File: src/design/fbd_cfg.svh
// ~~~~~~~~~~~~~~~~~~~~~~~~~~~~~~~~~~~~~~~~
// 640x480 at 60 Hz needs a 25.175 MHz pixel clock
// buffer fixed at 160x120, drawn top-left without scaling
// ~~~~~~~~~~~~~~~~~~~~~~~~~~~~~~~~~~~~~~~~

`ifndef FBD_CFG_SVH
`define FBD_CFG_SVH

// framebuffer geometry
`define FB_WIDTH    160
`define FB_HEIGHT   120
`define FB_PIXELS   (`FB_WIDTH * `FB_HEIGHT)  // 19200 entries

// colour lookup
`define PAL_DEPTH   16      // palette entries
`define CHAN_W      4       // bits per colour channel
`define BG_COLR     12'h137 // outside the buffer, inside active video

// horizontal timing in pixels
`define H_ACTIVE    640
`define H_FRONT     16
`define H_SYNC      96
`define H_BACK      48
`define H_TOTAL     (`H_ACTIVE + `H_FRONT + `H_SYNC + `H_BACK)  // 800

// vertical timing in lines
`define V_ACTIVE    480
`define V_FRONT     10
`define V_SYNC      2
`define V_BACK      33
`define V_TOTAL     (`V_ACTIVE + `V_FRONT + `V_SYNC + `V_BACK)  // 525

// screen coordinate width, enough for 800 and 525
`define COORD_W     10

`endif

File: src/design/fbd_pkg.sv
// ~~~~~~~~~~~~~~~~~~~~~~~~~~~~~~~~~~~~~~~~
// widths follow fbd_cfg.svh, no other settings here
// ~~~~~~~~~~~~~~~~~~~~~~~~~~~~~~~~~~~~~~~~

`include "fbd_cfg.svh"

package fbd_pkg;

    // colour index, one framebuffer entry
    // also the palette address
    typedef logic [$clog2(`PAL_DEPTH)-1:0] cidx_t;

    // rgb colour, red in the top nibble
    // then green, then blue
    typedef logic [3*`CHAN_W-1:0] colr_t;

    // linear framebuffer address, row major
    // 15 bits for 19200 entries
    typedef logic [$clog2(`FB_PIXELS)-1:0] fb_addr_t;

    // unsigned screen coordinate
    // covers blanking too, up to 799 and 524
    typedef logic [`COORD_W-1:0] coord_t;

endpackage

File: src/design/pixel_output.sv
// ~~~~~~~~~~~~~~~~~~~~~~~~~~~~~~~~~~~~~~~~
// final register stage before the pins
// reset gives black with both syncs high
// ~~~~~~~~~~~~~~~~~~~~~~~~~~~~~~~~~~~~~~~~

`timescale 1ns/100ps

`include "fbd_cfg.svh"

module pixel_output (
    input  logic           clk_pix,
    input  logic           rst,
    input  fbd_pkg::colr_t colr,         // palette colour
    input  logic           paint_de,
    input  logic           paint_area,
    input  logic           paint_hsync,
    input  logic           paint_vsync,
    output logic           vga_hsync,
    output logic           vga_vsync,
    output logic [3:0]     vga_r,
    output logic [3:0]     vga_g,
    output logic [3:0]     vga_b
);
    import fbd_pkg::*;

    localparam colr_t BG = colr_t'(`BG_COLR);

    colr_t out_colr;

    // blanking wins, then buffer area, else background
    always_comb begin
        if (!paint_de) begin
            out_colr = '0;
        end else if (paint_area) begin
            out_colr = colr;
        end else begin
            out_colr = BG;
        end
    end

    always_ff @(posedge clk_pix) begin
        if (rst) begin
            vga_hsync <= 1'b1;
            vga_vsync <= 1'b1;
            vga_r     <= '0;
            vga_g     <= '0;
            vga_b     <= '0;
        end else begin
            vga_hsync <= paint_hsync;
            vga_vsync <= paint_vsync;
            {vga_r, vga_g, vga_b} <= out_colr;  // red high
        end
    end

endmodule

File: config.mk
export PLATFORM = sky130hd
export DESIGN_NAME = pixel_output
export DESIGN_NICKNAME = d
export VERILOG_FILES = /design/src/design/fbd_pkg.sv /design/src/design/pixel_output.sv
export VERILOG_INCLUDE_DIRS = /design/src /design/src/design
export SDC_FILE = /design/constraint.sdc
export NUM_CORES = 1
export LEC_CHECK = 0
export BUFFER_PORTS_ARGS = -buffer_cell sky130_fd_sc_hd__buf_2
export CAP_MARGIN = 20
export CORE_MARGIN = 2
export CORE_UTILIZATION = 25
export DETAILED_ROUTE_END_ITERATION = 16
export HOLD_SLACK_MARGIN = 0.12
export PLACE_DENSITY = 0.59
export SYNTH_ARGS = -nofsm -noshare
export SYNTH_HDL_FRONTEND = slang
export SYNTH_SLANG_ARGS = --single-unit
File: constraint.sdc
create_clock -name clk_pix -period 0.8 [get_ports clk_pix]
set_input_delay 0.04 -clock clk_pix [delete_from_list [all_inputs] [get_ports clk_pix]]
set_output_delay 0.04 -clock clk_pix [all_outputs]
set_load 0.02 [all_outputs]
==> run_results.csv <==
group,metric,value,unit
sta,worstMarginPinSlew,0.269,ns
cts,cts.sinks,14,
synth,synth_nets,54,
die,io_pins,32,
setup_path,start_kind,"primary input",
die,start_util,26.9,%
cells_and_area,syn_to_final_growth,108,%
cells_and_area,seq_area,285,um^2
pwr,clockPowerShare,33.6,%
setup_path,cp_max_fo,6,
global_route,grt_pass1_wl,1610,um
cts,postCtsHoldBufs,16,
cells_and_area,antenna_cells,0,
sta,finalCritPeriodShare,98.8,%
synth,synth_area_per_cell,11.3,um^2
pwr,power_leakage,0.439,nW
sta,rsz0062_at_grt,"yes",
cts,postCtsSetupBuffers,0,
route,drt_first_pass_iters,1,
route,via_per_inst,4.23,
cells_and_area,final_nets,107,
die,fp.dieArea,1960,um^2
die,die_height,44.3,um
cts,cts_buffers,3,
synth,syn_area,405,um^2
cells_and_area,num-fill-cells,146,
cts,cts-root-buf,"clkbuf_4",
sta,maxSlewViolCount,0,
place,numPortBuffers,31,
place,place_inst,84,
sta,holdWs,-0.0243,ns
sta,fin_crit,0.790,ns
sta,max_freq,1270,MHz
setup_path,cp_data_required_time,0.98,ns
hold_path,min-delay-path-class,"in2reg",
global_route,grt_pass1_vias,407,
route,vias,440,
setup_path,crit_type,"in2reg",
synth,netlist_instances,36,
cts,cts.clk_slew.worst_paths,0.08,ns
status,status,"finished, violations left",
sta,relSlewSlack,82.1,%
pwr,p_sw_share,22.4,%
cts,cts_tree,"built",
status,violations,"negative hold slack",
route,wl_per_cell,11.5,um
synth,ys_seq_elements,14,
place,dp_hpwl,676,um
die,core,1510,um^2
die,rows,14,
setup_path,cp_data_arrival_time,0.97,ns
cells_and_area,drive_above_1_share,58.0,%
sta,setup_viol,0,
cells_and_area,multi_input_area,110,um^2
place,gp_congestion,0.600,
die,dieWidth,44.3,um
pwr,intPower,1.15,mW
cts,cts_buffer_depth,2,
synth,yosysSeqAreaShare,69.1,%
sta,timing_hold_violations_final,2,
route,antenna_left,0,
global_route,track_usage,11.9,%
route,drcViolationCount,0,
sta,finalSetupTns,0,ns
setup_path,endpoint_kind,"flip-flop",
route,finalWirelength,1200,um
pwr,comb_power_share,16.4,%
flow_run,maxCapViolCount,0,
route,drt_iter0_drc,0,
cells_and_area,final_cells,104,
cells_and_area,layout_commonest_cell,"buf_2",
pwr,power_density,1750,nW/um^2
global_route,overflow,0,
pwr,power.switching,0.330,mW
global_route,grt_max_degree,9,
cells_and_area,layout_common_cells,"buf_2 (18), dlygate4sd3_1 (16), buf_4 (10), dfxtp_1 (10)",
cts,ctsHtreeMaxLevel,1,
pwr,vdd_ir_drop_max,0.756,mV
pwr,seqPwrFrac,50.0,%
global_route,antenna_found_initial,0,
synth,yosys_warnings,0,
synth,synthDistinctLibCells,7,
[sequential cells by signal (all words and copies together) (netlist names)]
register / count
vga_b: 4
vga_g: 4
vga_r: 4
vga_hsync: 1
vga_vsync: 1
[critical path: stages]
cell           delay (ns)
buf_2                0.11
dlygate4sd3_1        0.62
and3_2               0.20
[power by group through the flow]
stage	registers, mW	clock network, mW	logic, mW
detailed placement	0.748	0	0.155
global placement	0.748	0	0.152
floorplan	0.788	0	0.0309
CTS	0.732	0.511	0.217
global route	0.742	0.543	0.258
finish	0.739	0.497	0.242
[final cells by class]
class	count	share of cell area (%)
repair buffers	48	43.9
flip-flops and latches	14	33.8
multi-input cells	16	13.0
clock buffers	4	4.30
inverters	6	2.67
well taps	16	2.37
[cell usage after synthesis]
library cell | count | share of area, %
dfxtp_1 | 14 | 69
a21oi_1 | 6 | 7.4
and3_2 | 6 | 11
inv_1 | 6 | 5.6
or2_2 | 2 | 3.1
and2b_2 | 1 | 2.2
nand2b_1 | 1 | 1.5
[repair_timing]
action	4_1_cts	5_1_grt
cloned	0	0
endpoints found under the hold margin	14	2
endpoints found under the setup margin	1	14
gates resized for setup	1	22
[worst paths after layout]
check	start	end	slack (ns)	depth (start not counted)
worst min-delay path	rst	vga_hsync	-0.02	2
worst max-delay path	paint_de	vga_r[2]	0.01	3
[metal layers]
| layer | vias to the layer above | GRT usage, % | routed length [um] |
|---|---|---|---|
| li1 | 221 | - | - |
| met1 | 196 | 11.9 | 454 |
| met2 | 19 | 21.2 | 653 |
| met3 | 4 | 1.22 | 60 |
| met4 | 0 | 10.9 | 31 |
| met5 | - | 0 | 0 |
[metrics by stage]
stage          hold WS (ns)  area, um^2  power (mW)  utilization, %  setup WS [ns]
2_1_floorplan         0.132         405       0.819               -          0.238
3_3_place_gp          0.224         588       0.900            39.0          0.101
3_5_place_dp          0.228         588       0.903            39.0         0.0824
4_1_cts             -0.0270         787        1.46            52.2        0.00116
5_1_grt             -0.0187         845        1.54            56.1       -0.00833
6_report            -0.0243         845        1.48            56.1        0.00954
[cells by family after synthesis]
logic type             share of synthesized area (%)
buffers and inverters                           5.56
AND/OR/NAND/NOR                                 17.9
AO/OA/AOI/OAI                                   7.41
flip-flops                                      69.1
Note: power is estimated with default switching activity, not from simulation.
