<file path="src/design/fbd_cfg.svh">
// ~~~~~~~~~~~~~~~~~~~~~~~~~~~~~~~~~~~~~~~~
// 640x480 at 60 Hz needs a 25.175 MHz pixel clock
// buffer fixed at 160x120, drawn top-left without scaling
// ~~~~~~~~~~~~~~~~~~~~~~~~~~~~~~~~~~~~~~~~

`ifndef FBD_CFG_SVH
`define FBD_CFG_SVH

// framebuffer geometry
`define FB_WIDTH    160
`define FB_HEIGHT   120
`define FB_PIXELS   (`FB_WIDTH * `FB_HEIGHT)  // 19200 entries

// colour lookup
`define PAL_DEPTH   16      // palette entries
`define CHAN_W      4       // bits per colour channel
`define BG_COLR     12'h137 // outside the buffer, inside active video

// horizontal timing in pixels
`define H_ACTIVE    640
`define H_FRONT     16
`define H_SYNC      96
`define H_BACK      48
`define H_TOTAL     (`H_ACTIVE + `H_FRONT + `H_SYNC + `H_BACK)  // 800

// vertical timing in lines
`define V_ACTIVE    480
`define V_FRONT     10
`define V_SYNC      2
`define V_BACK      33
`define V_TOTAL     (`V_ACTIVE + `V_FRONT + `V_SYNC + `V_BACK)  // 525

// screen coordinate width, enough for 800 and 525
`define COORD_W     10

`endif

</file>
<file path="src/design/fbd_pkg.sv">
// ~~~~~~~~~~~~~~~~~~~~~~~~~~~~~~~~~~~~~~~~
// widths follow fbd_cfg.svh, no other settings here
// ~~~~~~~~~~~~~~~~~~~~~~~~~~~~~~~~~~~~~~~~

`include "fbd_cfg.svh"

package fbd_pkg;

    // colour index, one framebuffer entry
    // also the palette address
    typedef logic [$clog2(`PAL_DEPTH)-1:0] cidx_t;

    // rgb colour, red in the top nibble
    // then green, then blue
    typedef logic [3*`CHAN_W-1:0] colr_t;

    // linear framebuffer address, row major
    // 15 bits for 19200 entries
    typedef logic [$clog2(`FB_PIXELS)-1:0] fb_addr_t;

    // unsigned screen coordinate
    // covers blanking too, up to 799 and 524
    typedef logic [`COORD_W-1:0] coord_t;

endpackage

</file>
<file path="src/design/fb_scan_ctrl.sv">
// ~~~~~~~~~~~~~~~~~~~~~~~~~~~~~~~~~~~~~~~~
// read address is combinational from sx,sy
// flags come out two cycles late to meet the palette colour
// ~~~~~~~~~~~~~~~~~~~~~~~~~~~~~~~~~~~~~~~~

`timescale 1ns/100ps

`include "fbd_cfg.svh"

module fb_scan_ctrl (
    input  logic              clk_pix,
    input  logic              rst,
    input  fbd_pkg::coord_t   sx,
    input  fbd_pkg::coord_t   sy,
    input  logic              de,
    input  logic              hsync,
    input  logic              vsync,
    output fbd_pkg::fb_addr_t fb_rd_addr,   // to framebuffer ram
    output logic              paint_de,     // delayed 2
    output logic              paint_area,   // delayed 2
    output logic              paint_hsync,  // delayed 2
    output logic              paint_vsync   // delayed 2
);
    import fbd_pkg::*;

    localparam coord_t   FB_W        = coord_t'(`FB_WIDTH);
    localparam coord_t   FB_H        = coord_t'(`FB_HEIGHT);
    localparam coord_t   FB_LAST_ROW = coord_t'(`FB_HEIGHT - 1);
    localparam coord_t   LINE_END    = coord_t'(`H_TOTAL - 1);
    localparam coord_t   FRAME_END   = coord_t'(`V_TOTAL - 1);
    localparam fb_addr_t ROW_STEP    = fb_addr_t'(`FB_WIDTH);

    logic     area;       // position inside the buffer
    fb_addr_t line_base;  // sy*160 while sy is a buffer row
    fb_addr_t addr_last;  // held address outside the area

    logic [1:0] de_sr;
    logic [1:0] area_sr;
    logic [1:0] hs_sr;
    logic [1:0] vs_sr;

    always_comb begin
        area = (sx < FB_W) && (sy < FB_H);
        fb_rd_addr = area ? line_base + fb_addr_t'(sx) : addr_last;
    end

    // row base, stepped at the end of each line instead of a multiply
    always_ff @(posedge clk_pix) begin
        if (rst) begin
            line_base <= '0;
            addr_last <= '0;
        end else begin
            addr_last <= fb_rd_addr;
            if (sx == LINE_END) begin
                if (sy == FRAME_END) begin
                    line_base <= '0;  // back to row 0 for next frame
                end else if (sy < FB_LAST_ROW) begin
                    line_base <= line_base + ROW_STEP;
                end
                // below the buffer the base just stays put
            end
        end
    end

    // two stages: fb ram read, then palette read
    always_ff @(posedge clk_pix) begin
        if (rst) begin
            de_sr   <= '0;
            area_sr <= '0;
            hs_sr   <= '1;  // syncs idle high
            vs_sr   <= '1;
        end else begin
            de_sr   <= {de_sr[0], de};
            area_sr <= {area_sr[0], area};
            hs_sr   <= {hs_sr[0], hsync};
            vs_sr   <= {vs_sr[0], vsync};
        end
    end

    always_comb begin
        paint_de    = de_sr[1];
        paint_area  = area_sr[1];
        paint_hsync = hs_sr[1];
        paint_vsync = vs_sr[1];
    end

endmodule

</file>
<file path="config.mk">
export PLATFORM = sky130hd
export DESIGN_NAME = fb_scan_ctrl
export DESIGN_NICKNAME = d
export VERILOG_FILES = /design/src/design/fbd_pkg.sv /design/src/design/fb_scan_ctrl.sv
export VERILOG_INCLUDE_DIRS = /design/src /design/src/design
export SDC_FILE = /design/constraint.sdc
export NUM_CORES = 1
export LEC_CHECK = 0
export ABC_AREA = 0
export BUFFER_PORTS_ARGS = -buffer_cell sky130_fd_sc_hd__buf_2
export CAP_MARGIN = 20
export CORE_ASPECT_RATIO = 1.2
export CORE_MARGIN = 1.5
export CORE_UTILIZATION = 55
export CTS_BUF_LIST = sky130_fd_sc_hd__clkbuf_8
export DETAILED_ROUTE_END_ITERATION = 6
export PLACE_DENSITY = 0.91
export SLEW_MARGIN = 10
export SYNTH_ARGS = -nofsm -noshare
export SYNTH_HDL_FRONTEND = slang
export SYNTH_SLANG_ARGS = --single-unit
</file>
<file path="constraint.sdc">
create_clock -name clk_pix -period 2.6 [get_ports clk_pix]
set_clock_uncertainty 0.05 [all_clocks]
set_input_delay 0.52 -clock clk_pix [delete_from_list [all_inputs] [get_ports clk_pix]]
set_output_delay 0.52 -clock clk_pix [all_outputs]
set_load 0.01 [all_outputs]
</file>
==> metrics.md, run 1 <==
| Metric | Value |
|---|---|
| Critical path capture point type | `output pin` |
| Family with the most delay on the worst path | `compound AO/OA/AOI/OAI gates` |
| Die Ht | `65.9 um` |
| Crit-path max FO | `4` |
| Area delta synth->final | `23.9%` |
| Pint | `735 uW` |
| Max-Cap Viols | `0` |
| Final Max Tran Viols | `0` |
| FF-to-FF End | `addr_last[12]` |
| Vias | `1814` |
| Drt via density | `5.80` |
| Final period utilization | `0.992` |
| Combinational power share | `0.094` |
| Die area | `0.00365 mm^2` |
| Avg Inst Size Synth | `8.12 um^2` |
| Clock tree root driver cell | `clkbuf_8` |
| CTS Sinks | `33` |
| Sequential group share of total power | `0.522` |
| Cell area after synthesis | `0.00181 mm^2` |
| Min Tclk post-route | `2.58 ns` |
| CORE AREA | `0.00311 mm^2` |
| Clock power frac | `0.384` |
| R2R cell count | `7` |
| Leakage power | `0.962 nW` |
| Synth warn | `0` |
| Post-DR wirelength/cell | `13.4 um` |
| Gpl congestion | `0.886` |
| Number of synthesized flops with an enable pin | `0` |
| Worst Tran Pin Value | `0.557 ns` |
| Final Cell Area | `0.00224 mm^2` |
| CTS tree | `built` |
| Hold_buf cts | `0` |
| Largest net degree at the start of global routing | `35` |
| Relative slew slack | `0.628` |
| Global-route wire length before repair | `6840 um` |
| Mapped Cells | `223` |
| FP Rows | `22` |
| H-tree levels | `2` |
| Clock slew at reported path FFs | `0.07 ns` |
| Antenna violations before repair | `0` |
| Io pins | `44` |
| Stages on worst setup path | `8` |
| Reg2Reg Launch Point | `line_base[6]` |
| Net Sw Frac | `0.251` |
| Hold Vio Cnt, Final | `0` |
| Placed Area | `0.00209 mm^2` |
| GR Overflow Total | `0` |
| Share of layout cells above drive strength 1 | `0.314` |
| DRT Pass-1 Iters | `4` |
| Seq/Total Area, Yosys | `0.365` |
| Initial core utilization | `0.582` |
| Final count of negative-setup-slack endpoints | `0` |
| DR iter-0 viols | `83` |
| Clk buf depth | `2` |
| Crit. Startpoint | `line_base[6]` |
| Kind of critical path | `flop to output pin` |
| Worst hold path type | `flop to flop` |
| Crit-path slowest cell | `dfxtp_4` |
| Routed Antenna Nets | `0` |
| Fin worst setup slack | `0.0205 ns` |
| Commonest non-fill, non-tap cells in the layout | `buf_2, nand2_1, dfxtp_1` |
| Internal reg-to-reg setup slack | `0.59 ns` |
| All-layer global routing usage | `0.236` |
| Critical Path AT | `2.01 ns` |
| F_max | `388 MHz` |
| Skew-Pair Late Insertion Delay | `0.29 ns` |
| Vias in the first global route | `1600` |
| IO buf count | `43` |
| Syn_nets | `255` |
| Post-DP HPWL | `2970 um` |
| Max IR drop VDD | `0.000381 V` |
| Residual DRC count | `0` |
| Most common cell after layout, fill and taps aside | `buf_2` |
| End point of the critical path | `fb_rd_addr[12]` |
| WP buf/inv | `2` |
| Predominant post-synthesis flop cell | `dfxtp_1` |
| Placed Cells | `303` |
| RSZ-0062 raised after global routing | `true` |
| Pwr dens | `437 mW/mm^2` |
| Fin nets | `308` |
| Worst EP required | `2.03 ns` |
| Flops & latches, synth | `33` |
| Cell variety after synth | `46` |
| Pre-CTS WS | `-0.00857 ns` |
| Setup crit start kind | `flop` |
| Layout Utilization | `0.722` |
| Non-Filler Instances | `313` |
| Total CTS buffers | `5` |
| Most common cell on crit path | `a21o_1` |
| Chip width | `55.4 um` |
| CP max stage delay | `0.37 ns` |
| N_diodes | `0` |
| Cells along the critical path | `ha_4, a21o_1, a21oi_2, a21o_1, buf_6, a21o_1, a211oi_2, buf_2` |
| Status | `complete, no violations` |
| Asr flop ratio synth | `0` |
| WL final | `4210 um` |
| Net load switching power | `246 uW` |
## registers in the layout, indices dropped and copies added, names as in the netlist
register and flops:
area_sr 2, de_sr 2, addr_last 15, line_base 10, vs_sr 2, hs_sr 2
## worst min-delay path by stage
| stage | cells past startpoint | start | to | slack [ns] |
|---|---|---|---|---|
| finish | 1 | hs_sr[0] | hs_sr[1] | 0.36 |
| global route | 2 | hsync | hs_sr[0] | 0.36 |
| CTS | 1 | hs_sr[0] | hs_sr[1] | 0.36 |
| detailed placement | 1 | hs_sr[0] | hs_sr[1] | 0.34 |
| global placement | 1 | hs_sr[0] | hs_sr[1] | 0.34 |
| floorplan | 1 | hs_sr[0] | hs_sr[1] | 0.34 |
## stage by stage
step	hold WS (ns)	total power [mW]	setup TNS (ns)
3_5_place_dp	0.343	0.612	-0.0185
4_1_cts	0.359	0.982	0
6_report	0.359	0.981	0
3_3_place_gp	0.343	0.610	0
2_1_floorplan	0.339	0.574	0
5_1_grt	0.363	1.02	-0.138
## power by group through the flow
| stage | clock, mW | sequential, mW | combinational, mW |
|---|---|---|---|
| 2_1_floorplan | 0 | 0.526 | 0.0481 |
| 3_3_place_gp | 0 | 0.525 | 0.0850 |
| 3_5_place_dp | 0 | 0.525 | 0.0868 |
| 4_1_cts | 0.380 | 0.514 | 0.0886 |
| 5_1_grt | 0.403 | 0.513 | 0.101 |
| 6_report | 0.377 | 0.513 | 0.0918 |
## logic make-up (layout without fill, tap and decap cells)
| kind of cell | Yosys count | after routing | share of synthesized area |
|---|---|---|---|
| muxes | 2 | 2 | 0.0111 |
| buffers and inverters | 15 | 69 | 0.0456 |
| adders and majority gates | 7 | 7 | 0.0483 |
| other | 1 | 1 | 0.00207 |
| xor gates and xnor gates | 6 | 6 | 0.0290 |
| DFF | 33 | 33 | 0.365 |
| AOI/OAI and AO/OA | 63 | 63 | 0.214 |
| and+or+nand+nor | 96 | 96 | 0.285 |
## synthesized netlist by cell type (2+ instances only)
library cell  number  share of area
a2111oi_0          2         0.0097
a211oi_1           6          0.025
a21o_1             4          0.017
a21oi_1           24          0.066
a31oi_1            6          0.021
and3_1             3          0.010
and3_2             2         0.0083
and4_1             2         0.0097
buf_2              2         0.0055
buf_6              3          0.019
clkbuf_1           4         0.0083
dfxtp_1           33           0.36
ha_1               7          0.048
inv_1              5          0.010
mux2i_1            2          0.011
nand2_1           36          0.075
nand3_1            3         0.0083
nand4_1            5          0.017
nand4b_1           3          0.015
nor2_1            18          0.037
nor2b_1            7          0.024
o211ai_1           2         0.0083
o21ai_0           13          0.036
or2_2              4          0.014
or4_1              2         0.0083
xnor2_1            2         0.0097
xor2_1             4          0.019
## metal layers
| layer | routed length (um) | vias up | global-route usage |
|---|---|---|---|
| li1 | - | 910 | - |
| met1 | 1750 | 826 | 0.257 |
| met2 | 2110 | 66 | 0.420 |
| met3 | 229 | 12 | 0.0626 |
| met4 | 112 | 0 | 0.122 |
| met5 | 0 | - | 0 |
## what timing repair did
item,4_1_cts,5_1_grt
buffers inserted,1,1
setup endpoints to repair,4,6
pin swaps,1,2
resized for setup,4,11
## layout make-up
type | count | area, um^2
clock buffer | 5 | 68.8
tap | 36 | 45.0
fill | 226 | 866
inverter | 5 | 18.8
timing repair buffer | 56 | 325
clock inverter | 3 | 17.5
multi-input combinational | 175 | 1100
sequential | 33 | 666
(Power assumes the default switching activity.)
==> run 2: changes to the inputs <==
--- a/config.mk
+++ b/config.mk
@@ -15,6 +15,7 @@
 export CTS_BUF_LIST = sky130_fd_sc_hd__clkbuf_8
 export DETAILED_ROUTE_END_ITERATION = 6
 export PLACE_DENSITY = 0.91
+export RECOVER_POWER = 100
 export SLEW_MARGIN = 10
 export SYNTH_ARGS = -nofsm -noshare
 export SYNTH_HDL_FRONTEND = slang
==> metrics.md, run 2 (same netlist as run 1, synthesis figures left out) <==
| Metric | Value |
|---|---|
| GR Layer Usage met1 | `0.257` |
| CORE AREA | `0.00311 mm^2` |
| M3 GR Usage | `0.0626` |
| Min Tclk post-route | `2.58 ns` |
| Register with the most flip-flops | `addr_last` |
| Fill count | `227` |
| Placed Cells | `303` |
| Fin nets | `308` |
| Max IR drop VDD | `0.000382 V` |
| Setup crit start kind | `flop` |
| Total chip power | `981 uW` |
| Initial core utilization | `0.582` |
| Sequential group share of total power | `0.523` |
| Residual DRC count | `0` |
| WL final | `4260 um` |
| Antenna violations before repair | `0` |
| Clock power frac | `0.384` |
| FP Rows | `22` |
| Die area | `0.00365 mm^2` |
| Worst hold path type | `input pin to flop` |
| Routed Antenna Nets | `0` |
| Layout Utilization | `0.718` |
| Critical Path AT | `2.01 ns` |
| Commonest non-fill, non-tap cells in the layout | `nand2_1, buf_2, dfxtp_1` |
| Most common cell after layout, fill and taps aside | `nand2_1` |
| Net load switching power | `247 uW` |
| Placed Area | `0.00209 mm^2` |
| Status | `complete, no violations` |
| Critical path capture point type | `output pin` |
| GR Overflow Total | `0` |
| Gpl congestion | `0.886` |
| DR iter-0 viols | `97` |
| RSZ-0062 raised after global routing | `true` |
| Pre-CTS WS | `-0.00857 ns` |
| Worst Tran Pin Value | `1.35 ns` |
| Combinational power share | `0.093` |
| Crit-path max FO | `4` |
| Fin worst setup slack | `0.0154 ns` |
| Global-route wire length before repair | `6840 um` |
| Relative slew slack | `0.103` |
| H-tree levels | `2` |
| Drt via density | `5.85` |
| Pint | `734 uW` |
| Total CTS buffers | `5` |
| Hold Vio Cnt, Final | `0` |
| Share of layout cells above drive strength 1 | `0.285` |
| Final setup TNS | `0 ns` |
| Clock tree root driver cell | `clkbuf_8` |
| Final period utilization | `0.994` |
| Area delta synth->final | `23.2%` |
| DRT Pass-1 Iters | `4` |
| Final Max Tran Viols | `0` |
| Vias | `1830` |
| Net Sw Frac | `0.252` |
| Clk buf depth | `2` |
| Pwr dens | `439 mW/mm^2` |
| F_max | `387 MHz` |
| Chip width | `55.4 um` |
| Non-Filler Instances | `313` |
| Fin Hold WS | `0.358 ns` |
| Largest net degree at the start of global routing | `35` |
| Clock slew at reported path FFs | `0.07 ns` |
| N_diodes | `0` |
| Max reg flops | `15` |
| CP max stage delay | `0.37 ns` |
| Final count of negative-setup-slack endpoints | `0` |
| Vias in the first global route | `1600` |
| Io pins | `44` |
| Skew-Pair Late Insertion Delay | `0.29 ns` |
| Post-DP HPWL | `2970 um` |
| Worst EP required | `2.03 ns` |
| CTS Sinks | `33` |
| GR peak layer | `met2` |
| Top Registers | `addr_last: 15 flops, line_base: 10 flops` |
| All-layer global routing usage | `0.236` |
| Global Route met2 Usage | `0.420` |
| Max-Cap Viols | `0` |
| CTS tree | `built` |
| Cells along the critical path | `ha_4, a21o_1, a21oi_2, a21o_1, buf_6, a21o_1, a211oi_2, buf_2` |
| Post-DR wirelength/cell | `13.6 um` |
| Crit-path slowest cell | `dfxtp_4` |
| Most common cell on crit path | `a21o_1` |
| IO buf count | `43` |
| Die Ht | `65.9 um` |
| Leakage power | `0.942 nW` |
| Final Cell Area | `0.00223 mm^2` |
| Kind of critical path | `flop to output pin` |
[run 2: cell types whose count changed in the layout (fill, tap and decap cells not counted), sizes merged]
| cell | previous run | this run |
|---|---|---|
| clkbuf | 5 | 12 |
| buf | 56 | 49 |
[run 2: final timing paths]
check / startpoint / end / slack (ns) / cells after the start
max: line_base[6] / fb_rd_addr[12] / 0.02 / 8
min: hsync / hs_sr[0] / 0.36 / 2
max reg2reg: line_base[6] / addr_last[12] / 0.58 / 7
min reg2reg: hs_sr[0] / hs_sr[1] / 0.36 / 1
[run 2: routing by layer]
metal,wire length [um],share of wire
met5,0,0
met4,100,0.023
met3,211,0.050
met2,2130,0.50
met1,1820,0.43
[run 2: layout make-up]
type | count | area (um^2) | area share
Sequential cell | 33 | 666 | 0.298
Clock inverter | 3 | 17.5 | 0.00785
Clock buffer | 5 | 68.8 | 0.0308
Tap cell | 36 | 45.0 | 0.0202
Timing Repair Buffer | 56 | 314 | 0.141
Multi-Input combinational cell | 175 | 1100 | 0.494
Inverter | 5 | 18.8 | 0.00841
[run 2: what timing repair did]
action,4_1_cts,5_1_grt
setup buffers,1,1
endpoints found under the setup margin,4,6
gates resized for setup,4,11
hold buffers,0,0
pin swaps,1,2
[run 2: worst max-delay path: cells and delay by family (launching register included)]
kind	cells	cell delay [ns]
buffers and inverters	2	0.28
adders and majority gates	1	0.27
DFF	1	0.37
AOI/OAI and AO/OA	5	0.79
[run 2: power groups by stage]
stage / registers [mW] / clock network, mW / logic, mW
floorplan: 0.526 / 0 / 0.0481
global placement: 0.525 / 0 / 0.0850
detailed placement: 0.525 / 0 / 0.0868
CTS: 0.514 / 0.380 / 0.0886
global route: 0.513 / 0.403 / 0.0995
finish: 0.513 / 0.377 / 0.0911
