File: config.mk
export PLATFORM = sky130hd
export DESIGN_NAME = display_timing
export DESIGN_NICKNAME = d
export VERILOG_FILES = /design/src/design/fbd_pkg.sv /design/src/design/display_timing.sv
export VERILOG_INCLUDE_DIRS = /design/src /design/src/design
export SDC_FILE = /design/constraint.sdc
export NUM_CORES = 1
export LEC_CHECK = 0
export BUFFER_PORTS_ARGS = -buffer_cell sky130_fd_sc_hd__buf_2
export CORE_AREA = 8 8 58 60
export CTS_CLUSTER_SIZE = 24
export DETAILED_ROUTE_END_ITERATION = 12
export DIE_AREA = 0 0 66 68
export PLACE_DENSITY = 0.78
export SLEW_MARGIN = 20
export SYNTH_ARGS = -nofsm -noshare
export SYNTH_HDL_FRONTEND = slang
export SYNTH_SLANG_ARGS = --single-unit
File: constraint.sdc
create_clock -name clk_pix -period 4.09 [get_ports clk_pix]
set_input_delay 0.2045 -clock clk_pix [delete_from_list [all_inputs] [get_ports clk_pix]]
set_output_delay 0.2045 -clock clk_pix [all_outputs]
set_load 0.01 [all_outputs]
File: src/design/fbd_cfg.svh
// ~~~~~~~~~~~~~~~~~~~~~~~~~~~~~~~~~~~~~~~~
// 640x480 at 60 Hz needs a 25.175 MHz pixel clock
// buffer fixed at 160x120, drawn top-left without scaling
// ~~~~~~~~~~~~~~~~~~~~~~~~~~~~~~~~~~~~~~~~

`ifndef FBD_CFG_SVH
`define FBD_CFG_SVH

// framebuffer geometry
`define FB_WIDTH    160
`define FB_HEIGHT   120
`define FB_PIXELS   (`FB_WIDTH * `FB_HEIGHT)  // 19200 entries

// colour lookup
`define PAL_DEPTH   16      // palette entries
`define CHAN_W      4       // bits per colour channel
`define BG_COLR     12'h137 // outside the buffer, inside active video

// horizontal timing in pixels
`define H_ACTIVE    640
`define H_FRONT     16
`define H_SYNC      96
`define H_BACK      48
`define H_TOTAL     (`H_ACTIVE + `H_FRONT + `H_SYNC + `H_BACK)  // 800

// vertical timing in lines
`define V_ACTIVE    480
`define V_FRONT     10
`define V_SYNC      2
`define V_BACK      33
`define V_TOTAL     (`V_ACTIVE + `V_FRONT + `V_SYNC + `V_BACK)  // 525

// screen coordinate width, enough for 800 and 525
`define COORD_W     10

`endif

File: src/design/fbd_pkg.sv
// ~~~~~~~~~~~~~~~~~~~~~~~~~~~~~~~~~~~~~~~~
// widths follow fbd_cfg.svh, no other settings here
// ~~~~~~~~~~~~~~~~~~~~~~~~~~~~~~~~~~~~~~~~

`include "fbd_cfg.svh"

package fbd_pkg;

    // colour index, one framebuffer entry
    // also the palette address
    typedef logic [$clog2(`PAL_DEPTH)-1:0] cidx_t;

    // rgb colour, red in the top nibble
    // then green, then blue
    typedef logic [3*`CHAN_W-1:0] colr_t;

    // linear framebuffer address, row major
    // 15 bits for 19200 entries
    typedef logic [$clog2(`FB_PIXELS)-1:0] fb_addr_t;

    // unsigned screen coordinate
    // covers blanking too, up to 799 and 524
    typedef logic [`COORD_W-1:0] coord_t;

endpackage

File: src/design/display_timing.sv
// ~~~~~~~~~~~~~~~~~~~~~~~~~~~~~~~~~~~~~~~~
// syncs active low, all outputs registered
// counters sit at 0,0 during reset
// ~~~~~~~~~~~~~~~~~~~~~~~~~~~~~~~~~~~~~~~~

`timescale 1ns/100ps

`include "fbd_cfg.svh"

module display_timing (
    input  logic            clk_pix,
    input  logic            rst,
    output fbd_pkg::coord_t sx,     // pixel within line
    output fbd_pkg::coord_t sy,     // line within frame
    output logic            de,     // active video
    output logic            hsync,
    output logic            vsync,
    output logic            frame   // one cycle at 0,0
);
    import fbd_pkg::*;

    // horizontal landmarks
    localparam coord_t HA_END   = coord_t'(`H_ACTIVE);
    localparam coord_t HS_STA   = coord_t'(`H_ACTIVE + `H_FRONT);  // 656
    localparam coord_t HS_END   = coord_t'(`H_ACTIVE + `H_FRONT + `H_SYNC - 1);  // 751
    localparam coord_t LINE_END = coord_t'(`H_TOTAL - 1);

    // vertical landmarks
    localparam coord_t VA_END    = coord_t'(`V_ACTIVE);
    localparam coord_t VS_STA    = coord_t'(`V_ACTIVE + `V_FRONT);  // 490
    localparam coord_t VS_END    = coord_t'(`V_ACTIVE + `V_FRONT + `V_SYNC - 1);  // 491
    localparam coord_t FRAME_END = coord_t'(`V_TOTAL - 1);

    coord_t sx_nxt;
    coord_t sy_nxt;

    // next position, reset parks it at the origin
    always_comb begin
        if (rst) begin
            sx_nxt = '0;
            sy_nxt = '0;
        end else if (sx == LINE_END) begin
            sx_nxt = '0;  // wrap line
            sy_nxt = (sy == FRAME_END) ? '0 : sy + 1'b1;
        end else begin
            sx_nxt = sx + 1'b1;
            sy_nxt = sy;
        end
    end

    // flags decoded from the next position
    // so they land in the same cycle as sx and sy
    always_ff @(posedge clk_pix) begin
        sx    <= sx_nxt;
        sy    <= sy_nxt;
        de    <= (sx_nxt < HA_END) && (sy_nxt < VA_END);
        hsync <= !((sx_nxt >= HS_STA) && (sx_nxt <= HS_END));  // low in pulse
        vsync <= !((sy_nxt >= VS_STA) && (sy_nxt <= VS_END));
        frame <= (sx_nxt == '0) && (sy_nxt == '0);
    end

endmodule

==> flow_summary.yaml, run 1 <==
yosys:
  synth-seq-area-share: 0.366
  synth-edff-count: 0
  ys_seq_elements: 24
  ys_types: 42
  syn_area_sq_mm: 0.00131
  syn_inst: 156
  async_reset_ff_frac: 0
  syn-mean-instance-area_sq_um: 8.42
  synth_flop_cell: "dfxtp_1"
  yosys_warnings: 0
  syn_nets: 161
finish:
  n_fill_cell: 222
  final_nets: 184
  n_antenna_cell: 0
  regArea_sq_um: 480
  syn_to_final_growth_pct: 13.2
  multi_input_area_sq_um: 764
  drive_above_1_share: 0.213
grt:
  grt_max_degree: 15
  antenna_found_initial: 0
  grt_first_pass_wirelength_mm: 5.19
  track_usage: 0.145
  grt_remaining_overflow: 0
  grt_pass1_vias: 1168
worst_setup_path:
  arrival_ns: 2.97
  path_class: "flop to flop"
  slowest_stage: "or3_1"
  worstReg2RegStart: "sx[0]"
  crit_start: "sx[0]"
  worstRegToRegCells: 6
  required_ns: 4.29
  r2r_slack_ns: 1.32
  crit_chain: "ha_1 -> nand4_1 -> or3_1 -> o21bai_4 -> a21oi_2 -> or4b_1"
  end_kind: "flop"
  startpoint_type: "flop"
  critPathMaxFanout: 10
  cp-endpoint: "vsync"
  timing.rr.end: "vsync"
  cpPeakStageDelay_ns: 0.62
placed_design:
  dpl.hpwl_mm: 2.42
  pre_cts_ws_ns: 1.38
  gp_congestion: 0.883
  port-buffer-count: 25
sta:
  hold_viol: 0
  setup_ws_ns: 1.32
  max_freq_mhz: 361
  skew_ns: 0.00106
  fin_crit_ns: 2.77
  period_share: 0.678
  max_slew_margin: 0.662
  rsz0062_at_grt: "false"
  worst_slew_pin_slew_ns: 0.503
  slew_viol_final: 0
  setup_viol: 0
  fin_setup_tns_ns: 0
cts:
  cts-root-buf: "clkbuf_4"
  clock_latency_ns: 0.31
  cts_buffers: 3
  cts_resized: 0
  clk_path_buf_depth: 2
  postCtsSetupRepairBufs: 0
  htree_levels: 1
  clock-sinks: 24
  cts_tree: "built"
  hold_buffers: 0
  cts.clk_slew.worst_paths_ns: 0.13
floorplanning:
  fp.dieH_microns: 68
  core-area_sq_mm: 0.00257
  ios: 26
  start_util: 0.512
  rows: 19
  fp.dieArea_sq_mm: 0.00449
  die_w_microns: 66
detailed_routing:
  ant_nets: 0
  first_pass_iters: 4
  routed_wl_mm: 3.18
  drc: 0
  vias_per_cell: 5.68
  vias: 1187
  drt_iter0_drc: 64
  wl_per_cell_microns: 15.2
run:
  cap_violations: 0
power_and_ir_drop:
  combinationalPowerShare: 0.050
  swShare: 0.203
  p_int_uw: 345
  seqPwrFrac: 0.557
  finalPower_uw: 433
  p_sw_uw: 87.6
  leakagePower_uw: 0.000566
  clock_power_share: 0.392
  ir_worst_vdd_uv: 190
  cellPowerDensity_mw_per_mm2: 291
min_path:
  hp-class: "primary input to flop"
status:
  status: "finished, final reports clean"
[state kept, by name, indices dropped and copies added (netlist names)]
name	cells
sx	10
sy	10
de	1
frame	1
hsync	1
vsync	1
[layout make-up]
| type | instances | share of cell area |
|---|---|---|
| Clock inverter | 1 | 0.0202 |
| Timing Repair Buffer | 25 | 0.0841 |
| Tap cell | 31 | 0.0261 |
| Clock buffer | 3 | 0.0151 |
| Inverter | 7 | 0.0177 |
| Multi-Input combinational cell | 118 | 0.514 |
| Sequential cell | 24 | 0.323 |
[power by group through the flow]
stage | clock [uW] | combinational (uW) | sequential [uW]
after floorplan | 0 | 12.4 | 248
after global placement | 0 | 21.0 | 246
after detailed placement | 0 | 21.5 | 246
after CTS | 174 | 21.6 | 241
after global routing | 186 | 23.8 | 242
final | 170 | 21.7 | 241
[worst min path at each step]
| stage | depth (start not counted) | slack [ns] | start | endpoint |
|---|---|---|---|---|
| floorplan | 2 | 0.45 | rst | sy[7] |
| global placement | 1 | 0.48 | sx[0] | sx[0] |
| detailed placement | 1 | 0.51 | sx[0] | sx[0] |
| CTS | 2 | 0.17 | rst | sy[0] |
| global route | 2 | 0.19 | rst | sx[6] |
| finish | 2 | 0.19 | rst | sy[0] |
[synth_stat cells (4+ instances only)]
master   number  area [sq um]
inv_1         7          26.3
nor4_1        4          25.0
nor3_1        4          20.0
nor2_1       18          67.6
xor2_1        8          70.1
nand2_1      12          45.0
nand4_1       7          43.8
a21oi_1       5          25.0
o21ai_0       6          30.0
and3_1        4          25.0
xnor2_1       7          61.3
nand3_1       8          40.0
dfxtp_1      24           480
[placed cells by master (no fill, tap or decap), types with 2 or more instances in the layout]
master and count:
buf_2 25, dfxtp_1 24, nor2_1 18, nand2_1 12
xor2_1 8, nand3_1 8, inv_1 7, nand4_1 7
xnor2_1 7, o21ai_0 6, a21oi_1 5, nor3_1 4
and3_1 4, nor4_1 4, or3_1 3, ha_1 3
clkbuf_4 3, nor4_2 2, or4b_1 2, and2_1 2
a21oi_2 2, o31ai_1 2, a31oi_1 2
[logic make-up (layout without fill, tap and decap cells)]
logic type | Yosys count | after routing | synth area share
adders and majority gates | 3 | 3 | 0.0286
muxes | 1 | 1 | 0.00857
AOI/OAI and AO/OA | 24 | 24 | 0.130
xor gates and xnor gates | 15 | 15 | 0.100
buffers and inverters | 14 | 36 | 0.0524
and+or+nand+nor | 75 | 75 | 0.314
DFF | 24 | 24 | 0.366
[metal layers]
metal / global-route usage / vias up / share of wire
li1: - / 598 / -
met1: 0.154 / 553 / 0.43
met5: 0 / - / 0
met4: 0.0640 / 0 / 0.011
met3: 0.0311 / 4 / 0.046
met2: 0.270 / 32 / 0.51
[worst max-delay path, delay by kind of cell (launching register included)]
kind,cells,cell delay [ns]
simple gates,3,1.49
fa+ha+maj,1,0.31
flops,1,0.46
compound gates,2,0.40
[per-stage QoR]
step | instance area [sq um] | hold WS [ns] | instances | util
2_1_floorplan | 1310 | 0.448 | 156 | -
3_3_place_gp | 1440 | 0.477 | 205 | 0.559
3_5_place_dp | 1440 | 0.506 | 205 | 0.559
4_1_cts | 1490 | 0.168 | 209 | 0.579
5_1_grt | 1490 | 0.195 | 209 | 0.579
6_report | 1490 | 0.191 | 209 | 0.579
Note: power is estimated with default switching activity, not from simulation.
==> inputs of run 2 (changes only) <==
- ABC_AREA: default -> 1
- CORE_AREA: 8 8 58 60 -> 8 8 60 62
- DIE_AREA: 0 0 66 68 -> 0 0 68 70
- PLACE_DENSITY: 0.78 -> 0.76
- clock period: 4.09 -> 2.6 ns (I/O delays scaled with it)
==> flow_summary.yaml, run 2 <==
status:
  status: "finished, final reports clean"
cts:
  clock-sinks: 24
  hold_buffers: 0
  cts_tree: "built"
  cts-root-buf: "clkbuf_4"
  cts_buffers: 3
  cts.clk_slew.worst_paths_ns: 0.13
  htree_levels: 1
  cts_resized: 0
  postCtsSetupRepairBufs: 0
  clock_latency_ns: 0.31
  clk_path_buf_depth: 2
grt:
  grt_remaining_overflow: 0
  antenna_found_initial: 0
  grt_max_degree: 13
  track_usage: 0.142
  grt_pass1_vias: 1223
  grt_first_pass_wirelength_mm: 5.49
yosys:
  ys_seq_elements: 24
  synth_top_area_frac: 0.345
  synth_compound_area_frac: 0.0431
  synthAdderAreaFrac: 0.0270
  synth_most_common_cell: "nand2_1"
  async_reset_ff_frac: 0
  synth_flop_cell: "dfxtp_1"
  yosys.area.top_type: "dfxtp_1"
  synth-seq-area-share: 0.345
  syn-mean-instance-area_sq_um: 6.57
  syn_nets: 217
  synth_top_family_by_area: "simple AND/OR/NAND/NOR gates"
  syn_area_sq_mm: 0.00139
  synth-edff-count: 0
  synthTopCellsByCount: "nand2_1, inv_1, nand3_1"
  synth_xor_area_frac: 0.0189
  yosys-top-cells-area: "dfxtp_1, nand2_1, inv_1"
  syn_inst: 212
  yosys_warnings: 0
  synth_mux_area_frac: 0
  ys_types: 25
  synthSimpleGateAreaFrac: 0.448
worst_setup_path:
  slowest_stage: "dfxtp_1"
  end_kind: "flop"
  path_class: "flop to flop"
  crit_chain: "ha_1 -> nand2_2 -> nor2_8 -> nand2_4 -> nand2_4 -> nand2_4 -> nand3_1 -> nand2_1 -> nor3_1 -> nand2_1"
  startpoint_type: "flop"
  required_ns: 2.81
  cpPeakStageDelay_ns: 0.40
  critPathMaxFanout: 9
  arrival_ns: 2.10
  r2r_slack_ns: 0.71
  cpMostUsedCell: "nand2_4"
sta:
  hold_ws_ns: 0.0560
  fin_setup_tns_ns: 0
  skew_ns: 0.0102
  worst_slew_pin_slew_ns: 0.363
  rsz0062_at_grt: "false"
  setup_viol: 0
  max_freq_mhz: 528
  slew_viol_final: 0
  fin_crit_ns: 1.89
  period_share: 0.728
  setup_ws_ns: 0.707
  max_slew_margin: 0.756
  hold_viol: 0
floorplanning:
  die_w_microns: 68
  start_util: 0.523
  fp.dieArea_sq_mm: 0.00476
  core-area_sq_mm: 0.00266
  fp.dieH_microns: 70
  ios: 26
  rows: 19
detailed_routing:
  vias_per_cell: 4.99
  wl_per_cell_microns: 11.9
  ant_nets: 0
  drt_iter0_drc: 127
  first_pass_iters: 4
  vias: 1351
  routed_wl_mm: 3.22
  drc: 0
power_and_ir_drop:
  finalPower_uw: 563
  ir_worst_vdd_uv: 351
  leakagePower_uw: 0.000981
  cellPowerDensity_mw_per_mm2: 357
run:
  cap_violations: 0
finish:
  n_fill_cell: 266
  final_cell_mix: "nand2_1, inv_1, nand3_1"
  drive_above_1_share: 0.179
  final_common_cell: "nand2_1"
  syn_to_final_growth_pct: 13.4
  utilization: 0.593
  n_antenna_cell: 0
  final_nets: 247
  top_regs: "sx: 10 flops, sy: 10 flops"
placed_design:
  dpl.hpwl_mm: 2.59
  pre_cts_ws_ns: 0.719
  gp_congestion: 0.892
  port-buffer-count: 25
min_path:
  hp-class: "primary input to flop"
## run 2: cell count changes after synthesis, sizes merged, moves of 3 or more
cell,previous run,this run
xnor2,7,0
a21oi,7,2
nand2,12,61
nand3,8,33
nor2,18,28
buf,4,0
inv,7,42
nand4,7,4
clkbuf,3,0
or3,4,0
xor2,8,3
nor4,6,0
and3,4,0
## run 2: per-stage QoR
| step | cell area [sq um] | cells |
|---|---|---|
| after floorplan | 1390 | 212 |
| after global placement | 1560 | 268 |
| after detailed placement | 1560 | 268 |
| after CTS | 1580 | 271 |
| after global routing | 1580 | 271 |
| final | 1580 | 271 |
## run 2: worst paths after layout
check / startpoint / end / depth (start not counted)
max: sx[0] / vsync / 10
min: rst / sx[2] / 2
min reg2reg: sx[0] / sx[0] / 1
max reg2reg: sx[0] / vsync / 10
## run 2: power by group
part	internal, uW	switching [uW]	leakage [uW]
combinational	11.1	19.2	0.000772
clock	54.0	101	0.0000138
sequential	373	4.21	0.000194
## run 2: cells by family after synthesis
group                    after synthesis
AND/OR/NAND/NOR                      129
buffers and inverters                 43
flip-flops                            24
AO/OA/AOI/OAI                         10
XOR/XNOR                               3
adder cells (fa/ha/maj)                3
## run 2: per-layer routing
metal | wire length [microns] | GRT usage
met2 | 1420 | 0.208
met3 | 208 | 0.0239
met1 | 1560 | 0.199
met5 | 0 | 0
met4 | 28 | 0.0501
## run 2: final cells by class
type / count / area, sq um / share of cell area
inverter: 43 / 164 / 0.104
sequential: 24 / 480 / 0.304
clock buffer: 3 / 22.5 / 0.0143
timing repair buffer: 25 / 125 / 0.0792
multi-input combinational: 145 / 748 / 0.474
tap: 31 / 38.8 / 0.0246
## run 2: critical path, delay by kind of cell (launching register included)
kind | cells | cell delay [ns]
and+or+nand+nor | 9 | 1.17
DFF | 1 | 0.40
adders and majority gates | 1 | 0.22
==> inputs of run 3 (changes only) <==
- ABC_AREA: 1 -> 0
- CORE_AREA: 8 8 60 62 -> 8 8 62 64
- DIE_AREA: 0 0 68 70 -> 0 0 70 72
- PLACE_DENSITY: 0.76 -> 0.71
- clock period: 2.6 -> 1.5 ns (I/O delays scaled with it)
==> flow_summary.yaml, run 3 (synthesis results as in run 1) <==
status:
  status: "finished, violations left"
  violations: "negative setup slack"
sta:
  max_slew_margin: 0.749
  max_freq_mhz: 437
  setup_ws_ns: -0.789
  rsz0062_at_grt: "true"
  worst_slew_pin_slew_ns: 0.373
  period_share: 1.53
  setup_viol: 22
  hold_viol: 0
  hold_ws_ns: 0.0727
  skew_ns: 0.0189
  slew_viol_final: 0
  fin_crit_ns: 2.29
placed_design:
  gp_congestion: 0.926
  dpl.hpwl_mm: 3.17
  placed_area_sq_mm: 0.00191
  port-buffer-count: 25
power_and_ir_drop:
  p_sw_uw: 292
  ir_worst_vdd_uv: 430
  clock_power_share: 0.343
  cellPowerDensity_mw_per_mm2: 503
  seqPwrFrac: 0.538
  p_int_uw: 926
  combinationalPowerShare: 0.119
  swShare: 0.240
  leakagePower_uw: 0.00102
floorplanning:
  rows: 20
  fp.dieH_microns: 72
  fp.dieArea_sq_mm: 0.00504
  start_util: 0.453
  ios: 26
  die_w_microns: 70
  core-area_sq_mm: 0.00290
cts:
  clk_path_buf_depth: 2
  cts.clk_slew.worst_paths_ns: 0.16
  cts_buffers: 3
  clock-sinks: 24
  cts_tree: "built"
  cts-root-buf: "clkbuf_4"
  htree_levels: 1
  hold_buffers: 0
  clock_latency_ns: 0.33
worst_setup_path:
  end_kind: "flop"
  required_ns: 1.72
  arrival_ns: 2.51
  crit_start: "sx[5]"
  path_class: "flop to flop"
  critPathMaxFanout: 5
  worstReg2RegStart: "sx[5]"
  startpoint_type: "flop"
grt:
  grt_first_pass_wirelength_mm: 7.09
  grt_pass1_vias: 1617
  track_usage: 0.169
  antenna_found_initial: 0
  grt_max_degree: 15
  grt_remaining_overflow: 0
detailed_routing:
  first_pass_iters: 4
  drt_iter0_drc: 131
  vias: 1733
  routed_wl_mm: 5.81
  drc: 0
  vias_per_cell: 5.93
  wl_per_cell_microns: 19.9
  ant_nets: 0
finish:
  final_cell_mix: "buf_4, buf_2, buf_6"
  final_nets: 265
  n_antenna_cell: 0
  drive_above_1_share: 0.633
  final_common_cell: "buf_4"
  syn_to_final_growth_pct: 84.5
  utilization: 0.835
  top_regs: "sx: 10 flops, sy: 10 flops"
  stdcell_area_sq_mm: 0.00242
run:
  cap_violations: 0
min_path:
  holdCritStartpoint: "rst"
  hp-class: "primary input to flop"
run 3: changes by cell type in the layout (fill, tap and decap cells not counted), moves of 4 or more:
cell,delta
dfxtp_2,+8
nor2_2,+5
nor2_1,-15
dfxtp_1,-10
nand2_1,-46
buf_6,+22
and3_1,+4
inv_1,-37
nand3_1,-24
xnor2_1,+6
buf_4,+59
run 3: per-stage QoR:
| step | power [uW] | setup TNS, ns | cells | setup WS (ns) |
|---|---|---|---|---|
| after CTS | 1200 | -5.27 | 280 | -0.679 |
| after detailed placement | 765 | -5.63 | 264 | -0.727 |
| after floorplan | 715 | -5.22 | 156 | -0.709 |
| after global routing | 1250 | -8.62 | 292 | -0.841 |
| final | 1220 | -7.28 | 292 | -0.789 |
| after global placement | 760 | -4.93 | 264 | -0.689 |
run 3: path summary, 6_finish.rpt:
check        endpoint  slack [ns]  depth (start not counted)
min reg2reg     sx[0]        0.58                          2
max reg2reg     vsync       -0.79                          6
max             vsync       -0.79                          6
min             sy[5]        0.07                          3
run 3: critical path, stage by stage, from the launching register on:
cell     delay [ns]
dfxtp_2        0.37
or3_4          0.44
nor4_4         0.35
nand4_1        0.24
xor2_2         0.23
a21oi_2        0.08
or4b_1         0.47
run 3: cell type report:
cell class                 instances  area, sq um
tap                               33         41.3
clock buffer                       4         47.5
multi-input combinational        118          995
fill                             160          479
sequential                        24          498
timing repair buffer             106          816
inverter                           7         26.3
run 3: power groups by stage:
stage	sequential (uW)	combinational (uW)	clock [uW]
after CTS	654	122	424
final	655	146	418
after floorplan	678	37.8	0
after global routing	655	152	445
after global placement	667	93.3	0
after detailed placement	668	96.9	0
run 3: per-layer routing:
metal  GRT usage  vias to the layer above  part of all wire
met5           0                        -                 0
met4      0.0804                        0             0.049
met3      0.0464                       31             0.073
met2       0.326                      108              0.52
met1       0.161                      832              0.35
li1            -                      762                 -
run 3: what timing repair did:
| item | in CTS | in global routing |
|---|---|---|
| endpoints found under the setup margin | 21 | 22 |
| endpoints found under the hold margin | 0 | 0 |
| pin swaps | 12 | 20 |
| resized for setup | 32 | 45 |
| buffers inserted | 14 | 16 |
